### config.mk
export PLATFORM = sky130hd
export DESIGN_NAME = load_align
export DESIGN_NICKNAME = d
export VERILOG_FILES = /design/src/verilog/lsu_pkg.sv /design/src/verilog/load_align.sv
export SDC_FILE = /design/constraint.sdc
export NUM_CORES = 1
export LEC_CHECK = 0
export BUFFER_PORTS_ARGS = -buffer_cell sky130_fd_sc_hd__buf_2
export CORE_UTILIZATION = 33
export CTS_BUF_LIST = sky130_fd_sc_hd__clkbuf_16
export DETAILED_ROUTE_END_ITERATION = 8
export MAX_ROUTING_LAYER = met4
export PLACE_DENSITY = 0.85
export SETUP_SLACK_MARGIN = 0.05
export SLEW_MARGIN = 20
export SYNTH_ARGS = -nofsm -noshare
export SYNTH_HDL_FRONTEND = slang
export SYNTH_SLANG_ARGS = --single-unit
### constraint.sdc
create_clock -name clk -period 1.6 [get_ports clk]
set_input_delay 0.16 -clock clk [delete_from_list [all_inputs] [get_ports clk]]
set_output_delay 0.16 -clock clk [all_outputs]
set_load 0.005 [all_outputs]
### src/verilog/lsu_pkg.sv
package lsu_pkg;

    // control word fields
    localparam int ctr_type_lsb = 0;
    localparam int ctr_type_msb = 3;
    localparam int ctr_rw_bit   = 5;    // 1 for writes
    localparam int ctr_sub_lsb  = 7;
    localparam int ctr_sub_msb  = 11;

    // opcode classes carried in the type field
    localparam logic [3:0] op_class_mem    = 4'd5;  // loads, stores, cacop
    localparam logic [3:0] op_class_atomic = 4'd6;  // ll / sc pair

    // subtypes of op_class_mem
    localparam logic [4:0] sub_ld_b  = 5'd0;
    localparam logic [4:0] sub_ld_h  = 5'd1;
    localparam logic [4:0] sub_ld_w  = 5'd2;
    localparam logic [4:0] sub_st_b  = 5'd3;
    localparam logic [4:0] sub_st_h  = 5'd4;
    localparam logic [4:0] sub_st_w  = 5'd5;
    localparam logic [4:0] sub_ld_bu = 5'd6;
    localparam logic [4:0] sub_ld_hu = 5'd7;
    localparam logic [4:0] sub_cacop = 5'd8;   // completes as a no-op

    // subtypes of op_class_atomic
    localparam logic [4:0] sub_ll = 5'd0;
    localparam logic [4:0] sub_sc = 5'd1;

    // tightly coupled data memory
    localparam int dmem_words    = 256;
    localparam int dmem_idx_bits = 8;       // word index from addr[9:2]

endpackage

### src/verilog/load_align.sv
`timescale 1ns/1ps

module load_align
    import lsu_pkg::*;
(
    input  logic        clk,
    input  logic        rst_n,
    input  logic        valid,
    input  logic [31:0] ctr,
    input  logic [1:0]  addr_lo,
    input  logic [3:0]  wstrb,
    input  logic [31:0] rdata,
    input  logic        sc_ok,
    output logic        resp_valid,
    output logic        resp_is_load,
    output logic [31:0] load_data
);

    logic        valid_q;
    logic [3:0]  class_q;
    logic [4:0]  sub_q;
    logic [1:0]  lo_q;
    logic [3:0]  strb_q;
    logic [7:0]  byte_sel;
    logic [15:0] half_sel;
    logic        is_mem;
    logic        is_atomic;

    always_ff @(posedge clk) begin
        if (!rst_n)
            valid_q <= 1'b0;
        else
            valid_q <= valid;
    end

    // request info for the response cycle
    always_ff @(posedge clk) begin
        class_q <= ctr[ctr_type_msb:ctr_type_lsb];
        sub_q   <= ctr[ctr_sub_msb:ctr_sub_lsb];
        lo_q    <= addr_lo;
        strb_q  <= wstrb;
    end

    assign byte_sel = rdata[8*lo_q +: 8];
    assign half_sel = lo_q[1] ? rdata[31:16] : rdata[15:0];

    assign is_mem    = valid_q && (class_q == op_class_mem);
    assign is_atomic = valid_q && (class_q == op_class_atomic);

    assign resp_valid   = valid_q;
    assign resp_is_load = (is_mem && (sub_q inside {sub_ld_b, sub_ld_h, sub_ld_w,
                                                     sub_ld_bu, sub_ld_hu}))
                        || (is_atomic && (sub_q == sub_ll));

    always_comb begin
        load_data = 32'b0;
        if (is_mem && strb_q != 4'b0000) begin   // zero strobe reads as zero
            case (sub_q)
                sub_ld_b:  load_data = {{24{byte_sel[7]}}, byte_sel};
                sub_ld_bu: load_data = {24'b0, byte_sel};
                sub_ld_h:  load_data = {{16{half_sel[15]}}, half_sel};
                sub_ld_hu: load_data = {16'b0, half_sel};
                sub_ld_w:  load_data = rdata;
                default: ;  // stores and cacop
            endcase
        end else if (is_atomic) begin
            if (sub_q == sub_ll)
                load_data = rdata;
            else if (sub_q == sub_sc)
                load_data = {31'b0, sc_ok};
        end
    end

endmodule

==> results_dict.tcl <==
set metrics [dict create \
    yosysWarnings 0 \
    synthTopCellsByArea "dfxtp_1 28%, nand2_1 13%, a22o_1 11%, mux2i_1 8.8%, o21ai_0 6.2%" \
    worstSetupStartpointType "flip-flop" \
    syn_area_per_cell_um2 8.18 \
    vias_per_cell 4.97 \
    critPathMaxFanout 7 \
    setup_violations 33 \
    io_buffers 84 \
    placed_area_um2 1740 \
    rsz0062_at_grt "yes" \
    dr.first_iter.drc_count 47 \
    wl_met3_um 250 \
    first_pass_iters 4 \
    grt-ovfl-total 0 \
    topRoutingLayerUsed "met4" \
    ios 108 \
    path_class "flip-flop to output pin" \
    violations "setup timing" \
    final_area_um2 1850 \
    grt_antenna_before_repair 0 \
    grt_usage 0.200 \
    drc_errors 0 \
    worst_pin_slew_ps 337 \
    syn_nets 213 \
    finalWirelength_mm 3.55 \
    finalSetupTns_ps -12990 \
    areaGrowthSynthToFinish_pct 63.0 \
    min_period_over_period 1.28 \
    clkSinkCount 16 \
    synth_cell_type_count 34 \
    status "complete, but fails checks" \
    antenna_cells 0 \
    wl_met1_mm 1.51 \
    synth_compound_area_frac 0.254 \
    nFillCells 303 \
    place.gp.congestion 0.820 \
    cts_buffers 3 \
    core_um2 3150 \
    num_rows 20 \
    syn_inst 139 \
    min_period_ps 2060 \
    max_cap_viol_count 0 \
    synth_mux_area_frac 0.108 \
    fmax_mhz 486 \
    syn_area_um2 1140 \
    clk_pin_slew_ps 50 \
    wl_met2_mm 1.76 \
    fin_ws_ps -456 \
    cts_tree "yes" \
    yosys.area.top_type "dfxtp_1" \
    die_area_um2 3690 \
    cts_root_buffer "clkbuf_16" \
    leakagePower_uw 0.00103 \
    vias 1407 \
    crit_arrival_ps 1900 \
    slew_headroom 0.769 \
    die_h_um 60.7 \
    hold_viol_final 0 \
    synth-seq-area-share 0.282 \
    grt_start_max_net_pins 26 \
    powerDensity_nw_per_um2 594 \
    die_x_um 60.7 \
    maxSlewViolCount 0 \
    synthXorXnorAreaFrac 0.00770 \
    final_antenna_net_count 0 \
    htree_levels 1 \
    synth.top_cell.area_share 0.282 \
    fin_nets 314 \
    ir_drop_mv 0.646 \
    initial_utilization 0.361 \
    synth_top_family_by_area "simple AND/OR/NAND/NOR gates" \
    hpwl_mm 2.81 \
    worstHoldPathType "input port to flip-flop" \
    instances_no_fill 283 \
    synth_adder_area_share 0 \
    synth-simple-area-share 0.296 \
    drive_gt1_frac 0.519 \
    end_kind "output pin" \
    clk_path_buf_depth 2 \
    ys_ff_latch 16 \
    grt_pass1_vias 1253 \
    worst_ep_required_time_ps 1440 \
    wl_per_cell_um 12.6 \
    dp.cells 278 \
    grt_pass1_wl_mm 5.36 \
]
[layout make-up]
cell class,instances,area (µm²),share of cell area
multi-input cells,113,800,0.431
well taps,44,55.1,0.0297
clock inverters,1,3.75,0.00202
clock buffers,3,75.1,0.0405
inverters,2,7.51,0.00405
flip-flops and latches,16,323,0.174
repair buffers,104,591,0.318
[logic make-up after synthesis]
kind of cell | count (synthesis)
flip-flops | 16
AO/OA/AOI/OAI | 35
multiplexers | 11
buffers and inverters | 10
XOR/XNOR | 1
AND/OR/NAND/NOR | 66
[critical path: stages (launching register included)]
cell	delay, ps
dfxtp_2	340
nor4b_4	320
o2111ai_4	230
buf_6	180
nor2_4	100
and2_4	200
a32o_1	170
buf_2	110
[per-layer routing]
metal / vias up / track usage
met2: 62 / 0.333
met4: 0 / 0.0487
li1: 705 / -
met5: - / -
met3: 3 / 0.0362
met1: 637 / 0.250
[worst paths after layout]
check	startpoint	end	slack, ps	depth (start not counted)
setup / recovery	sub_q[4]	load_data[7]	-460	7
hold / removal	ctr[2]	class_q[2]	10	1
[what timing repair did]
action | 4_1_cts | 5_1_grt
hold buffers | 0 | 0
setup buffers | 0 | 1
endpoints found under the setup margin | 33 | 33
pin swaps | 4 | 1
gates resized for setup | 3 | 3
[sequential cells by signal, summed over array words and instances, names as in the netlist]
register / flops
resp_valid: 1
class_q: 4
lo_q: 2
sub_q: 5
strb_q: 4
[where the power goes]
part           switching (µW)  internal (µW)  total [µW]
clock                     145            330         475
sequential               19.3            422         442
combinational            85.5           99.9         185
[placed cells by master (no fill, tap or decap), drive strengths merged, types with 2 or more instances in the layout]
master,n
a22o,14
and2,3
buf,104
clkbuf,3
dfxtp,16
inv,2
mux2i,10
nand2,39
nand3,9
nor2,5
o21ai,14
[cells in the mapped netlist]
cell type	number
nor4b_4	1
buf_4	1
nor4_4	1
buf_2	3
mux2i_1	10
mux4_2	1
nor2_4	1
o31ai_4	1
nor2b_1	1
clkbuf_1	1
o21ai_0	14
nand3b_1	1
buf_6	2
o2111ai_4	1
nor3_1	1
buf_1	1
and3b_1	1
nand4_1	1
inv_1	2
a2111oi_2	1
o221ai_1	1
a31oi_1	1
a32o_1	1
nand2b_1	1
nor2_1	4
nand4b_1	1
a211o_1	1
a22o_1	14
xnor2_1	1
dfxtp_1	16
or2_1	1
nand2_1	39
nand3_1	9
and2_1	3
[metrics by stage]
step | hold WS [ps] | total power [µW] | utilization | setup slack (ps)
after detailed placement | 264 | 629 | 0.550 | -174
after global placement | 262 | 624 | 0.550 | -162
final | 13.6 | 1100 | 0.588 | -456
after global routing | 2.30 | 1170 | 0.588 | -551
after CTS | 8.19 | 1110 | 0.578 | -436
after floorplan | 188 | 523 | - | -43.8
Note: power is estimated with default switching activity, not from simulation.
