File: config.mk
export PLATFORM = sky130hd
export DESIGN_NAME = dcache_ctr
export DESIGN_NICKNAME = d
export VERILOG_FILES = /design/src/verilog/lsu_pkg.sv /design/src/verilog/dcache_ctr.sv
export SDC_FILE = /design/constraint.sdc
export NUM_CORES = 1
export LEC_CHECK = 0
export BUFFER_PORTS_ARGS = -buffer_cell sky130_fd_sc_hd__buf_2
export CORE_AREA = 4 4 94 96
export DETAILED_ROUTE_END_ITERATION = 16
export DIE_AREA = 0 0 98 100
export GPL_TIMING_DRIVEN = 0
export PLACE_DENSITY = 0.77
export REMOVE_ABC_BUFFERS = 1
export SLEW_MARGIN = 20
export SYNTH_ARGS = -nofsm -noshare
export SYNTH_HDL_FRONTEND = slang
export SYNTH_SLANG_ARGS = --single-unit
File: constraint.sdc
create_clock -name vclk -period 5.55
set_input_delay 0.8325 -clock vclk [all_inputs]
set_output_delay 0.8325 -clock vclk [all_outputs]
set_load 0.005 [all_outputs]
File: src/verilog/lsu_pkg.sv
package lsu_pkg;

    // control word fields
    localparam int ctr_type_lsb = 0;
    localparam int ctr_type_msb = 3;
    localparam int ctr_rw_bit   = 5;    // 1 for writes
    localparam int ctr_sub_lsb  = 7;
    localparam int ctr_sub_msb  = 11;

    // opcode classes carried in the type field
    localparam logic [3:0] op_class_mem    = 4'd5;  // loads, stores, cacop
    localparam logic [3:0] op_class_atomic = 4'd6;  // ll / sc pair

    // subtypes of op_class_mem
    localparam logic [4:0] sub_ld_b  = 5'd0;
    localparam logic [4:0] sub_ld_h  = 5'd1;
    localparam logic [4:0] sub_ld_w  = 5'd2;
    localparam logic [4:0] sub_st_b  = 5'd3;
    localparam logic [4:0] sub_st_h  = 5'd4;
    localparam logic [4:0] sub_st_w  = 5'd5;
    localparam logic [4:0] sub_ld_bu = 5'd6;
    localparam logic [4:0] sub_ld_hu = 5'd7;
    localparam logic [4:0] sub_cacop = 5'd8;   // completes as a no-op

    // subtypes of op_class_atomic
    localparam logic [4:0] sub_ll = 5'd0;
    localparam logic [4:0] sub_sc = 5'd1;

    // tightly coupled data memory
    localparam int dmem_words    = 256;
    localparam int dmem_idx_bits = 8;       // word index from addr[9:2]

endpackage

File: src/verilog/dcache_ctr.sv
`timescale 1ns/1ps

module dcache_ctr
    import lsu_pkg::*;
(
    input  logic [31:0] rrj1_forward,
    input  logic [31:0] imm_reg_exe0_1,
    input  logic [31:0] ctr_reg_exe0_1,
    input  logic [31:0] rrd1_forward,
    input  logic [15:0] excp_arg_reg_exe0_1_excp,
    output logic [31:0] addr_pipeline_dcache,
    output logic [31:0] din_pipeline_dcache,
    output logic        type_pipeline_dcache,    // 0 read, 1 write
    output logic        pipeline_dcache_valid,
    output logic [3:0]  pipeline_dcache_wstrb,
    output logic [31:0] pipeline_dcache_opcode,  // cacop argument
    output logic        pipeline_dcache_opflag   // 1 for cache ops
);

    logic [3:0]  op_class;
    logic [4:0]  subtype;
    logic [1:0]  lo;
    logic [3:0]  byte_strb;    // one-hot lane
    logic [3:0]  half_strb;
    logic [31:0] byte_data;
    logic [31:0] half_data;

    assign op_class = ctr_reg_exe0_1[ctr_type_msb:ctr_type_lsb];
    assign subtype  = ctr_reg_exe0_1[ctr_sub_msb:ctr_sub_lsb];

    assign addr_pipeline_dcache = rrj1_forward + imm_reg_exe0_1;
    assign lo = addr_pipeline_dcache[1:0];

    assign type_pipeline_dcache  = ctr_reg_exe0_1[ctr_rw_bit];
    assign pipeline_dcache_valid = (op_class == op_class_mem) || (op_class == op_class_atomic);

    // little endian lane placement, shared by loads and stores
    always_comb begin
        byte_strb = 4'b0001 << lo;
        byte_data = {24'b0, rrd1_forward[7:0]} << {lo, 3'b000};
        case (lo)
            2'b00: begin
                half_strb = 4'b0011;
                half_data = {16'b0, rrd1_forward[15:0]};
            end
            2'b10: begin
                half_strb = 4'b1100;
                half_data = {rrd1_forward[15:0], 16'b0};
            end
            default: begin
                // odd halfword address, access is dropped
                half_strb = 4'b0000;
                half_data = 32'b0;
            end
        endcase
    end

    always_comb begin
        din_pipeline_dcache    = 32'b0;
        pipeline_dcache_wstrb  = 4'b0000;
        pipeline_dcache_opflag = 1'b0;
        pipeline_dcache_opcode = 32'b0;
        if (op_class == op_class_mem) begin
            case (subtype)
                sub_ld_b, sub_ld_bu: pipeline_dcache_wstrb = byte_strb;
                sub_ld_h, sub_ld_hu: pipeline_dcache_wstrb = half_strb;
                sub_ld_w:            pipeline_dcache_wstrb = 4'b1111;
                sub_st_b: begin
                    pipeline_dcache_wstrb = byte_strb;
                    din_pipeline_dcache   = byte_data;
                end
                sub_st_h: begin
                    pipeline_dcache_wstrb = half_strb;
                    din_pipeline_dcache   = half_data;
                end
                sub_st_w: begin
                    pipeline_dcache_wstrb = 4'b1111;
                    din_pipeline_dcache   = rrd1_forward;
                end
                sub_cacop: begin
                    pipeline_dcache_opflag = 1'b1;
                    pipeline_dcache_opcode = {16'b0, excp_arg_reg_exe0_1_excp};
                end
                default: ;
            endcase
        end else if (op_class == op_class_atomic) begin
            case (subtype)
                sub_ll: pipeline_dcache_wstrb = 4'b1111;
                sub_sc: begin
                    pipeline_dcache_wstrb = 4'b1111;
                    din_pipeline_dcache   = rrd1_forward;
                end
                default: ;
            endcase
        end
    end

endmodule

==> results.json <==
{
  "portBuffers": 207,
  "synth_area_um2": 2550,
  "synth_top_family_by_area": "compound AO/OA/AOI/OAI gates",
  "worstPathArrival_ns": 3.58,
  "outcome": "complete, no violations",
  "antenna_found_initial": 0,
  "area_growth_pct": 41.8,
  "grt-ovfl-total": 0,
  "ys.warnings.count": 0,
  "grt_usage_pct": 19.3,
  "avgSynthCellArea_um2": 6.99,
  "final_cells": 661,
  "hpwl_um": 9020,
  "netlist_instances": 365,
  "die_y_um": 100,
  "grt_pass1_vias": 3503,
  "multi_input_area_um2": 2440,
  "cap_violations": 0,
  "end_kind": "output port",
  "start_util_pct": 31.7,
  "io_pins": 247,
  "dieArea_um2": 9800,
  "synthSimpleGateAreaFrac_pct": 26.8,
  "grt_max_degree": 18,
  "drv_slew": 0,
  "worst_slew_pin_slew_ns": 0.974,
  "synth_xor_area_share_pct": 10.3,
  "nFlopsAndLatches": 0,
  "finalSetupViolations": 0,
  "core-area_um2": 8050,
  "postCtsResizedCells": 0,
  "regArea_um2": 0,
  "cp.depth": 11,
  "hold_path.class": "primary input to output port",
  "ys_seq_area_share_pct": 0,
  "startpoint_type": "primary input",
  "critPathBufInv": 2,
  "postLayoutCellArea_um2": 3610,
  "critPathTopFamily": "compound AO/OA/AOI/OAI gates",
  "drc": 0,
  "firstDrtPassIters": 5,
  "synth-compound-area-share_pct": 39.2,
  "critPathMaxFanout": 4,
  "synth_cell_types": 56,
  "place.gp.congestion": 0.945,
  "clock_buffers": 0,
  "powerDensity_nw_per_um2": 97.8,
  "synth_adder_area_share_pct": 16.0,
  "drive_gt1_share_pct": 39.7,
  "fill_cells": 840,
  "crit_top_cell": "buf_2",
  "cp_slowest_cell": "fa_1",
  "finish.net_count": 734,
  "route.antenna.remaining_nets": 0,
  "drt_iter0_markers": 161,
  "fin_crit_sh_pct": 79.6,
  "crit_type": "primary input to output port",
  "dieWidth_um": 98,
  "critPathMaxStageDelay_ns": 0.40,
  "drt-total-wl_um": 10300,
  "maxSlewHeadroom_pct": 34.5,
  "leakagePower_uw": 0.00198,
  "vias": 3573,
  "synthMuxAreaShare_pct": 0,
  "grt_pass1_wl_um": 16300,
  "crit_required_ns": 4.72,
  "cts_hold_buf": 0,
  "max_freq_mhz": 226,
  "avgViaCountPerCell": 5.41,
  "rsz0062_at_grt": "false",
  "vdd_drop_max_uv": 77.8,
  "hold_path_depth": 0,
  "row_count": 33,
  "hold_violations": 0,
  "period_needed_ns": 4.42,
  "place_area_um2": 3600,
  "crit_chain": "buf_2, ha_1, fa_1, a21o_1, a221o_1, a211oi_4, o221ai_2, a31oi_2, nor3b_1, nor3_1, buf_2",
  "setup_tns_ns": 0,
  "dpl.cell_count": 661,
  "wl_per_cell_um": 15.6,
  "postCtsSetupBuffers": 0,
  "antennaDiodeCount": 0
}
through the flow:
step | util, % | power [uW] | hold slack, ns | setup slack, ns
6_report | 44.9 | 353 | 1.67 | 1.13
3_5_place_dp | 44.7 | 349 | 1.67 | 1.15
4_1_cts | 44.7 | 351 | 1.67 | 1.13
2_1_floorplan | - | 205 | 1.67 | 1.65
3_3_place_gp | 44.6 | 344 | 1.67 | 1.13
5_1_grt | 44.9 | 393 | 1.67 | 0.963
cell type report:
type | count | area share, %
Multi-Input combinational cell | 346 | 67.4
Tap cell | 105 | 3.63
Timing Repair Buffer | 207 | 28.7
Inverter | 3 | 0.312
report_power, final:
group / switching (uW) / internal (uW) / total [uW]
clock: 0 / 0 / 0
combinational: 189 / 165 / 353
sequential: 0 / 0 / 0
per-layer routing:
| layer | up-vias | GRT usage [%] | share of wire (%) | wire length, um |
|---|---|---|---|---|
| met5 | - | 0 | 0 | 0 |
| met4 | 0 | 3.73 | 2.1 | 220 |
| met3 | 22 | 2.78 | 9.5 | 975 |
| met2 | 221 | 35.7 | 49 | 5000 |
| met1 | 1606 | 23.7 | 40 | 4090 |
| li1 | 1724 | - | - | - |
synth_stat cells (all sizes together), types with 3 or more instances:
cell | instances | area share [%]
ha | 31 | 15
nand2 | 29 | 4.3
o21ai | 28 | 5.5
a21oi | 27 | 5.3
and2 | 26 | 6.4
nor2 | 22 | 3.2
a21o | 21 | 6.2
xnor2 | 20 | 6.9
buf | 17 | 5.0
a22o | 16 | 5.5
clkbuf | 14 | 2.1
xor2 | 10 | 3.4
nand2b | 9 | 2.2
a22oi | 7 | 2.1
a31oi | 7 | 2.0
and3 | 6 | 1.5
nand3 | 6 | 1.2
nor3 | 6 | 1.2
nor2b | 5 | 1.2
nor4 | 5 | 1.5
a211oi | 4 | 1.7
o31ai | 4 | 1.2
or3 | 4 | 0.98
a221o | 3 | 1.2
inv | 3 | 0.44
o21bai | 3 | 0.88
cells by family (layout without fill, tap and decap cells):
kind of cell    Yosys count  in the layout
compound gates          141            141
xor+xnor                 30             30
simple gates            127            127
other cells               1             16
fa+ha+maj                32             32
buf+inv                  34            210
worst paths after layout:
check	from	to	slack, ns
max	rrj1_forward[0]	addr_pipeline_dcache[26]	1.13
min	ctr_reg_exe0_1[5]	type_pipeline_dcache	1.67
placed cells by master, fill, tap and decap left out, types with 3 or more instances in the layout:
cell type and count:
or3_1 4, nor2_1 22, conb_1 16, nor2b_1 5, nand2_1 29, o21ai_0 25, a21oi_1 27, xnor2_1 20
o31ai_1 4, o21bai_1 3, inv_1 3, nor3_1 6, a22o_1 16, xor2_1 10, a211oi_1 3, buf_2 207
nand2b_1 9, a31oi_1 6, o21ai_1 3, ha_1 31, and3_1 6, a21o_1 21, nand3_1 6, a221o_1 3
nor4_2 3, a22oi_1 7, and2_1 26
(Power assumes the default switching activity.)
